[config.mk]
export PLATFORM = sky130hd
export DESIGN_NAME = afu_control
export DESIGN_NICKNAME = d
export VERILOG_FILES = /design/src/verilog/afu_pkg.sv /design/src/verilog/tag_alloc_if.sv /design/src/verilog/cmd_fifo.sv /design/src/verilog/cmd_issue.sv /design/src/verilog/tag_table.sv /design/src/verilog/afu_control.sv
export VERILOG_INCLUDE_DIRS = /design/src /design/src/verilog
export SDC_FILE = /design/constraint.sdc
export NUM_CORES = 1
export LEC_CHECK = 0
export BUFFER_PORTS_ARGS = -buffer_cell sky130_fd_sc_hd__buf_2
export CORE_AREA = 8 8 169 171
export DETAILED_ROUTE_END_ITERATION = 7
export DIE_AREA = 0 0 177 179
export PLACE_DENSITY_LB_ADDON = 0.3
export SKIP_CTS_REPAIR_TIMING = 1
export SYNTH_ARGS = -nofsm -noshare
export SYNTH_HDL_FRONTEND = slang
export SYNTH_SLANG_ARGS = --single-unit
[constraint.sdc]
create_clock -name clock -period 3.34 [get_ports clock]
set_input_delay 0.334 -clock clock [delete_from_list [all_inputs] [get_ports clock]]
set_output_delay 0.334 -clock clock [all_outputs]
set_load 0.03 [all_outputs]
[src/verilog/afu_cfg.svh]
//////////////////////////////////////////////////
// Size settings for the host command controller
// Included by the package and by any module that
// needs a depth, a width or the credit reset value
//////////////////////////////////////////////////

`ifndef AFU_CFG_SVH
`define AFU_CFG_SVH

// Command address and host tag widths
`define AFU_ADDR_W 16
`define AFU_TAG_W 3

// Command queue depths per class
`define AFU_READ_CMD_DEPTH 4
`define AFU_WRITE_CMD_DEPTH 2

// Host credits
`define AFU_CREDITS_INIT 6
`define AFU_CREDIT_W 4

`endif

[src/verilog/afu_pkg.sv]
//////////////////////////////////////////////////
// Shared types of the host command controller
// Modules take these by a wildcard import in the
// body, or by scoped names in their port lists
//////////////////////////////////////////////////

`include "afu_cfg.svh"

package afu_pkg;

	// Command address as seen by the host
	typedef logic [`AFU_ADDR_W-1:0] addr_t;

	// Host tag, one per outstanding command
	typedef logic [`AFU_TAG_W-1:0] tag_t;

	// Credit count
	typedef logic [`AFU_CREDIT_W-1:0] credit_t;

	// Response code from the host, not decoded here
	typedef logic [1:0] rsp_code_t;

	// Command class
	typedef enum logic {
		CMD_READ  = 1'b0,
		CMD_WRITE = 1'b1
	} cmd_op_t;

endpackage

[src/verilog/tag_alloc_if.sv]
//////////////////////////////////////////////////
// Tag allocation between the issuer and the table
// The issuer raises alloc only while tag_ready is
// high, and the tag is taken at that clock edge
//////////////////////////////////////////////////

`timescale 1ns/1ps

`include "afu_cfg.svh"

interface tag_alloc_if;

	logic                   tag_ready;
	logic                   alloc;
	logic                   alloc_op;
	logic [`AFU_ADDR_W-1:0] alloc_addr;
	logic [`AFU_TAG_W-1:0]  alloc_tag;

	modport issuer (input tag_ready, input alloc_tag,
		output alloc, output alloc_op, output alloc_addr);

	modport tbl (output tag_ready, output alloc_tag,
		input alloc, input alloc_op, input alloc_addr);

endinterface

[src/verilog/cmd_fifo.sv]
//////////////////////////////////////////////////
// Show-ahead FIFO for command addresses
// The head is always on data_out; a push shows
// there one cycle later
//////////////////////////////////////////////////

`timescale 1ns/1ps

module cmd_fifo #(
	parameter int DEPTH = 4
) (
	input  logic           clock,
	input  logic           rstn,
	input  logic           push,
	input  afu_pkg::addr_t data_in,
	input  logic           pop,
	output afu_pkg::addr_t data_out,
	output logic           full,
	output logic           empty
);

	import afu_pkg::*;

	localparam int PTR_W = (DEPTH > 1) ? $clog2(DEPTH) : 1;
	localparam int CNT_W = $clog2(DEPTH + 1);

	addr_t            mem [DEPTH];
	logic [PTR_W-1:0] wr_ptr;
	logic [PTR_W-1:0] rd_ptr;
	logic [CNT_W-1:0] count;

	// Storage
	always_ff @(posedge clock) begin
		if (push && !full) begin
			mem[wr_ptr] <= data_in;
		end
	end

	// Pointers and fill level
	always_ff @(posedge clock or negedge rstn) begin
		if (!rstn) begin
			wr_ptr <= '0;
			rd_ptr <= '0;
			count  <= '0;
		end else begin
			if (push && !full) begin
				wr_ptr <= (wr_ptr == PTR_W'(DEPTH - 1)) ? '0 : wr_ptr + 1'b1;
			end
			if (pop && !empty) begin
				rd_ptr <= (rd_ptr == PTR_W'(DEPTH - 1)) ? '0 : rd_ptr + 1'b1;
			end
			count <= count + CNT_W'(push && !full) - CNT_W'(pop && !empty);
		end
	end

	assign data_out = mem[rd_ptr];
	assign full     = (count == CNT_W'(DEPTH));
	assign empty    = (count == '0);

	// Producer must watch full, issuer must watch empty
	a_no_push_full: assert property (@(posedge clock) disable iff (!rstn) full |-> !push);
	a_no_pop_empty: assert property (@(posedge clock) disable iff (!rstn) empty |-> !pop);

endmodule

[src/verilog/cmd_issue.sv]
//////////////////////////////////////////////////
// Command issuer with host credit tracking
// Picks write ahead of read, takes a tag and a
// credit, and registers the host command
//////////////////////////////////////////////////

`timescale 1ns/1ps

`include "afu_cfg.svh"

module cmd_issue (
	input  logic              clock,
	input  logic              rstn,
	input  logic              enabled,
	input  logic              write_empty,
	input  afu_pkg::addr_t    write_head,
	input  logic              read_empty,
	input  afu_pkg::addr_t    read_head,
	output logic              write_pop,
	output logic              read_pop,
	input  logic              rsp_valid,
	input  afu_pkg::credit_t  rsp_credits,
	tag_alloc_if.issuer       tags,
	output logic              cmd_valid,
	output afu_pkg::cmd_op_t  cmd_op,
	output afu_pkg::tag_t     cmd_tag,
	output afu_pkg::addr_t    cmd_addr
);

	import afu_pkg::*;

	credit_t credits;
	credit_t credits_back;
	logic    have_credit;
	logic    issue;
	logic    pick_write;
	cmd_op_t sel_op;
	addr_t   sel_addr;

	//////////////////////////////////////////////////
	// Selection
	//////////////////////////////////////////////////

	assign have_credit = (credits != '0);
	assign pick_write  = !write_empty;
	assign issue       = enabled && have_credit && tags.tag_ready
		&& (!write_empty || !read_empty);

	assign sel_op   = pick_write ? CMD_WRITE : CMD_READ;
	assign sel_addr = pick_write ? write_head : read_head;

	assign write_pop = issue && pick_write;
	assign read_pop  = issue && !pick_write;

	// Tag request toward the table
	assign tags.alloc      = issue;
	assign tags.alloc_op   = sel_op;
	assign tags.alloc_addr = sel_addr;

	//////////////////////////////////////////////////
	// Credits
	//////////////////////////////////////////////////

	// Returned credits count in the same cycle as the response
	assign credits_back = rsp_valid ? rsp_credits : '0;

	always_ff @(posedge clock or negedge rstn) begin
		if (!rstn) begin
			credits <= credit_t'(`AFU_CREDITS_INIT);
		end else begin
			credits <= credits - credit_t'(issue) + credits_back;
		end
	end

	//////////////////////////////////////////////////
	// Host command register
	//////////////////////////////////////////////////

	always_ff @(posedge clock or negedge rstn) begin
		if (!rstn) begin
			cmd_valid <= 1'b0;
		end else begin
			cmd_valid <= issue;
		end
	end

	always_ff @(posedge clock) begin
		if (issue) begin
			cmd_op   <= sel_op;
			cmd_tag  <= tags.alloc_tag;
			cmd_addr <= sel_addr;
		end
	end

	// Host returns no more than it was given
	a_credit_max: assert property (@(posedge clock) disable iff (!rstn)
		credits <= credit_t'(`AFU_CREDITS_INIT));

endmodule

[src/verilog/tag_table.sv]
//////////////////////////////////////////////////
// Host tag table
// Hands out the lowest free tag, remembers class
// and address per tag, and routes each response
// to the done outputs of its class
//////////////////////////////////////////////////

`timescale 1ns/1ps

`include "afu_cfg.svh"

module tag_table (
	input  logic               clock,
	input  logic               rstn,
	tag_alloc_if.tbl           tags,
	input  logic               rsp_valid,
	input  afu_pkg::tag_t      rsp_tag,
	input  afu_pkg::rsp_code_t rsp_code,
	output logic               read_done_valid,
	output logic               write_done_valid,
	output afu_pkg::addr_t     done_addr,
	output afu_pkg::rsp_code_t done_code
);

	import afu_pkg::*;

	localparam int NTAGS = 1 << `AFU_TAG_W;

	logic [NTAGS-1:0] busy;
	cmd_op_t          op_mem   [NTAGS];
	addr_t            addr_mem [NTAGS];
	tag_t             free_tag;
	cmd_op_t          rsp_op;

	//////////////////////////////////////////////////
	// Free tag search
	//////////////////////////////////////////////////

	// Lowest index wins, so scan from the top down
	always_comb begin
		free_tag = '0;
		for (int i = NTAGS - 1; i >= 0; i--) begin
			if (!busy[i]) begin
				free_tag = tag_t'(i);
			end
		end
	end

	assign tags.tag_ready = !(&busy);
	assign tags.alloc_tag = free_tag;

	//////////////////////////////////////////////////
	// Tag state
	//////////////////////////////////////////////////

	always_ff @(posedge clock or negedge rstn) begin
		if (!rstn) begin
			busy <= '0;
		end else begin
			if (rsp_valid) begin
				busy[rsp_tag] <= 1'b0;
			end
			if (tags.alloc) begin
				busy[free_tag] <= 1'b1;
			end
		end
	end

	// Class and address of each outstanding command
	always_ff @(posedge clock) begin
		if (tags.alloc) begin
			op_mem[free_tag]   <= cmd_op_t'(tags.alloc_op);
			addr_mem[free_tag] <= tags.alloc_addr;
		end
	end

	//////////////////////////////////////////////////
	// Response routing
	//////////////////////////////////////////////////

	assign rsp_op = op_mem[rsp_tag];

	always_ff @(posedge clock or negedge rstn) begin
		if (!rstn) begin
			read_done_valid  <= 1'b0;
			write_done_valid <= 1'b0;
		end else begin
			read_done_valid  <= rsp_valid && (rsp_op == CMD_READ);
			write_done_valid <= rsp_valid && (rsp_op == CMD_WRITE);
		end
	end

	always_ff @(posedge clock) begin
		if (rsp_valid) begin
			done_addr <= addr_mem[rsp_tag];
			done_code <= rsp_code;
		end
	end

	// Issuer side must respect tag_ready
	a_alloc_ready: assert property (@(posedge clock) disable iff (!rstn)
		tags.alloc |-> tags.tag_ready);

	// Host answers only tags it was given
	a_rsp_busy: assert property (@(posedge clock) disable iff (!rstn)
		rsp_valid |-> busy[rsp_tag]);

endmodule

[src/verilog/afu_control.sv]
//////////////////////////////////////////////////
// Top of the host command and response path
// Queues read and write commands, issues them to
// the host under credit and tag limits, and
// reports host responses per class
//////////////////////////////////////////////////

`timescale 1ns/1ps

`include "afu_cfg.svh"

module afu_control (
	input  logic               clock,
	input  logic               rstn,
	input  logic               enabled_in,

	// Command producers
	input  logic               read_cmd_push,
	input  afu_pkg::addr_t     read_cmd_addr,
	input  logic               write_cmd_push,
	input  afu_pkg::addr_t     write_cmd_addr,
	output logic               read_cmd_full,
	output logic               write_cmd_full,

	// Host command
	output logic               cmd_valid,
	output afu_pkg::cmd_op_t   cmd_op,
	output afu_pkg::tag_t      cmd_tag,
	output afu_pkg::addr_t     cmd_addr,

	// Host response
	input  logic               rsp_valid,
	input  afu_pkg::tag_t      rsp_tag,
	input  afu_pkg::rsp_code_t rsp_code,
	input  afu_pkg::credit_t   rsp_credits,

	// Completions
	output logic               read_done_valid,
	output logic               write_done_valid,
	output afu_pkg::addr_t     done_addr,
	output afu_pkg::rsp_code_t done_code
);

	import afu_pkg::*;

	logic  enabled;
	logic  read_empty;
	logic  write_empty;
	logic  read_pop;
	logic  write_pop;
	addr_t read_head;
	addr_t write_head;

	tag_alloc_if tags ();

	//////////////////////////////////////////////////
	// Enable register
	//////////////////////////////////////////////////

	always_ff @(posedge clock or negedge rstn) begin
		if (!rstn) begin
			enabled <= 1'b0;
		end else begin
			enabled <= enabled_in;
		end
	end

	//////////////////////////////////////////////////
	// Command queues
	//////////////////////////////////////////////////

	cmd_fifo #(
		.DEPTH(`AFU_READ_CMD_DEPTH)
	) i_read_fifo (
		.clock   (clock),
		.rstn    (rstn),
		.push    (read_cmd_push),
		.data_in (read_cmd_addr),
		.pop     (read_pop),
		.data_out(read_head),
		.full    (read_cmd_full),
		.empty   (read_empty)
	);

	cmd_fifo #(
		.DEPTH(`AFU_WRITE_CMD_DEPTH)
	) i_write_fifo (
		.clock   (clock),
		.rstn    (rstn),
		.push    (write_cmd_push),
		.data_in (write_cmd_addr),
		.pop     (write_pop),
		.data_out(write_head),
		.full    (write_cmd_full),
		.empty   (write_empty)
	);

	//////////////////////////////////////////////////
	// Issue and tag tracking
	//////////////////////////////////////////////////

	cmd_issue i_issue (
		.clock      (clock),
		.rstn       (rstn),
		.enabled    (enabled),
		.write_empty(write_empty),
		.write_head (write_head),
		.read_empty (read_empty),
		.read_head  (read_head),
		.write_pop  (write_pop),
		.read_pop   (read_pop),
		.rsp_valid  (rsp_valid),
		.rsp_credits(rsp_credits),
		.tags       (tags.issuer),
		.cmd_valid  (cmd_valid),
		.cmd_op     (cmd_op),
		.cmd_tag    (cmd_tag),
		.cmd_addr   (cmd_addr)
	);

	tag_table i_tag_table (
		.clock           (clock),
		.rstn            (rstn),
		.tags            (tags.tbl),
		.rsp_valid       (rsp_valid),
		.rsp_tag         (rsp_tag),
		.rsp_code        (rsp_code),
		.read_done_valid (read_done_valid),
		.write_done_valid(write_done_valid),
		.done_addr       (done_addr),
		.done_code       (done_code)
	);

endmodule

==> reports/summary.json <==
{
  "finish": {
    "insertedDiodeCount": 0,
    "final_layout_size_suffix_gt1_share_pct": 27.75,
    "layout_area_overhead_pct": 17.24,
    "final_common_cell": "sky130_fd_sc_hd__edfxtp_1",
    "nets": 759,
    "multi_input_comb_area_sq_um": 2506,
    "ff_latch_area_sq_um": 8786,
    "finalNonFillerCells": 1052,
    "fillerInstances": 2030,
    "final_cell_mix": "sky130_fd_sc_hd__edfxtp_1, sky130_fd_sc_hd__buf_2, sky130_fd_sc_hd__mux4_1"
  },
  "setup_path": {
    "max_incr_delay_on_cp_ns": 0.44,
    "worst_path_dominant_cell_family": "adder cells",
    "cp_num_buf_inv": 1,
    "worst_setup_path_end_kind": "flop",
    "reg2reg_slack_ns": 1.01,
    "worst-endpoint-required_ns": 3.80,
    "critical-path-slowest-cell": "sky130_fd_sc_hd__o41ai_1",
    "critical_path.max_fanout": 7,
    "worst-r2r-cell-count": 8,
    "worst_path_most_repeated_cell": "sky130_fd_sc_hd__ha_1",
    "setup.worst_path.class": "reg -> reg",
    "cells_traversed_along_the_worst_timing_path": "o41ai_1, a21oi_1, o21a_1, ha_1, inv_1, ha_1, fa_1, xor2_1",
    "kind_of_start_point_of_the_critical_path": "flop",
    "data_arrival_critical_path_ns": 2.79,
    "cp_num_cells": 8
  },
  "sta": {
    "hold_viol": 0,
    "holdWs_ns": 0.01737,
    "setup_violating_endpoint_count_in_the_final_report": 0,
    "total_negative_setup_slacks_ns": 0,
    "rsz0062_at_grt": "false",
    "worstMarginPinSlew_ns": 1.053,
    "max_clock_freq_mhz": 428.6,
    "finalCriticalPeriod_ns": 2.333,
    "timing.max_slew.rel_slack_pct": 29.03,
    "fin_skew_ns": 0.008614,
    "timing.final.crit_share_pct": 69.86,
    "final_max_slew_viols": 0
  },
  "synthesis": {
    "synth-edff-count": 270,
    "synthesized_nets": 625,
    "synth_compound_gate_area_share_pct": 2.023,
    "post_synth_inst_count": 561,
    "synth-xor-area-share_pct": 0.7615,
    "synth-adder-area-share_pct": 1.980,
    "synth_top_family_by_area": "multiplexers",
    "synth_async_sr_flop_share_pct": 9.091,
    "seq_area_frac_synth_pct": 76.39,
    "yosys_warnings": 0,
    "post_synthesis_simple_gate_area_fraction_pct": 2.785,
    "post_synth_main_area_contributors": "sky130_fd_sc_hd__edfxtp_1, sky130_fd_sc_hd__mux4_1, sky130_fd_sc_hd__dfrtp_1",
    "yosys.cell_types.count": 42,
    "avgSynthCellArea_sq_um": 20.50,
    "synth.mux.area_fraction_pct": 14.24,
    "synth.cell_area_sq_um": 11500,
    "largest_area_contributor_in_the_netlist": "sky130_fd_sc_hd__edfxtp_1",
    "synth.ff_latch_count": 297,
    "dominantRegCellSynth": "sky130_fd_sc_hd__edfxtp_1",
    "post-synth-top-area-fraction_pct": 70.50
  },
  "pwr": {
    "switching_power_mw": 3.482,
    "switching_share_pct": 29.32,
    "power.share.clock_pct": 27.2,
    "p_leak_nw": 4.872,
    "p_int_mw": 8.392,
    "power_frac_seq_pct": 48.7,
    "report.power.total_mw": 11.87,
    "comb_power_share_pct": 24.1,
    "power.density_nw_per_um2": 880.6,
    "vdd.ir_drop.worst_mv": 0.4198
  },
  "worst_hold_path": {
    "hold_class": "in -> reg",
    "number_of_cells_traversed_by_the_worst_hold_path": 1
  },
  "global_route": {
    "overflow_left_after_global_routing": 0,
    "largest_net_degree_at_the_start_of_global_routing": 40,
    "initial_antenna_violation_count": 1,
    "gr-usage-all-layers_pct": 13.64,
    "vias_in_the_first_global_route": 5751,
    "grt_pass1_wl_mm": 32.95
  },
  "cts": {
    "clkSlewWorstSetupHoldPaths_ns": 0.06,
    "worst_skew_late_latency_ns": 0.53,
    "clock_path_buffers": 3,
    "cts_tree": "yes",
    "cts-root-buf": "sky130_fd_sc_hd__clkbuf_16",
    "cts_num_sinks": 297,
    "tritoncts.num_buffers": 29,
    "cts.htree.levels": 1
  },
  "route": {
    "drtAntennaViolNets": 0,
    "drt_iter0_markers": 298,
    "drt_first_pass_iters": 4,
    "routed-via-count": 5434,
    "postRouteWirelength_mm": 21.53,
    "drt_wl_cell_um": 20.46,
    "avgViaCountPerCell": 5.165,
    "detailed_route_drc_error_count": 0
  },
  "floorplan": {
    "placementRows": 59,
    "die_x_um": 177,
    "die_area_sq_um": 31680,
    "die_h_um": 179,
    "core_area_sq_um": 25760,
    "io-pin-count": 90,
    "start_util_pct": 44.64
  },
  "placed_design": {
    "dp_hpwl_mm": 14.00,
    "place.detailed.instances": 987,
    "number_of_port_buffers": 89,
    "gpl.final_weighted_congestion": 0.7964
  },
  "run_status": {
    "outcome": "complete, no violations"
  },
  "flow_run": {
    "drv_cap": 0
  }
}
Yosys cell counts, drive strengths merged (5+ instances only):
| master | count |
|---|---|
| xnor2 | 6 |
| o21ai | 30 |
| inv | 20 |
| mux2 | 20 |
| nor2 | 13 |
| edfxtp | 270 |
| dfrtp | 25 |
| mux4 | 50 |
| mux2i | 17 |
| nand2 | 28 |
| buf | 14 |
| and2 | 6 |
| clkbuf | 7 |
| ha | 15 |
| nor2b | 5 |
registers in the layout, summed over array words and instances, names as in the netlist, 3 cells and up:
register and count:
i_tag_table.addr_mem 128, i_tag_table.busy 8, i_read_fifo.count 3, i_tag_table.done_addr 16, i_read_fifo.mem 64, i_write_fifo.mem 32
i_issue.credits 4, i_issue.cmd_addr 16, i_tag_table.op_mem 8, i_issue.cmd_tag 3
power groups by stage:
stage	registers [mW]	logic, mW	clock network (mW)
5_1_grt	5.87	3.16	3.44
3_5_place_dp	5.87	2.92	0
6_report	5.78	2.87	3.23
2_1_floorplan	6.00	1.67	0
3_3_place_gp	5.81	2.79	0
4_1_cts	5.80	2.92	3.31
cell type report:
class / count / share of cell area, %
tap: 335 / 3.108
multi-input combinational: 223 / 18.59
clock inverter: 17 / 1.392
inverter: 20 / 0.5567
timing repair buffer: 124 / 5.475
sequential: 297 / 65.16
clock buffer: 36 / 5.725
path summary, 6_finish.rpt:
kind,to,startpoint
max,i_issue.credits[2],i_issue.credits[1]
min,i_write_fifo.mem[1][12],write_cmd_addr[12]
max reg2reg,i_issue.credits[2],i_issue.credits[1]
min reg2reg,i_write_fifo.wr_ptr,i_write_fifo.wr_ptr
max in group asynchronous,i_tag_table.busy[6],rstn
min in group asynchronous,i_write_fifo.wr_ptr,rstn
per-stage QoR:
stage / worst slack, ns / instance area [sq um] / utilization [%]
5_1_grt: 0.8542 / 13480 / 52.34
4_1_cts: 0.9888 / 13360 / 51.87
2_1_floorplan: 0.7330 / 11500 / -
6_report: 1.007 / 13480 / 52.34
3_3_place_gp: 1.055 / 12400 / 48.15
3_5_place_dp: 1.006 / 12400 / 48.15
routing by layer:
metal | up-vias | routed length (um) | global-route usage [%]
li1 | 2512 | - | -
met1 | 2741 | 8993 | 16.78
met2 | 145 | 10830 | 24.01
met3 | 34 | 1285 | 2.780
met4 | 2 | 403 | 3.958
met5 | - | 12 | 0
logic make-up (layout without fill, tap and decap cells):
logic type | Yosys count | after routing
flops | 297 | 297
simple gates | 67 | 67
compound gates | 42 | 42
buf+inv | 41 | 197
mux | 87 | 87
xor+xnor | 10 | 10
fa+ha+maj | 17 | 17
(Power assumes the default switching activity.)
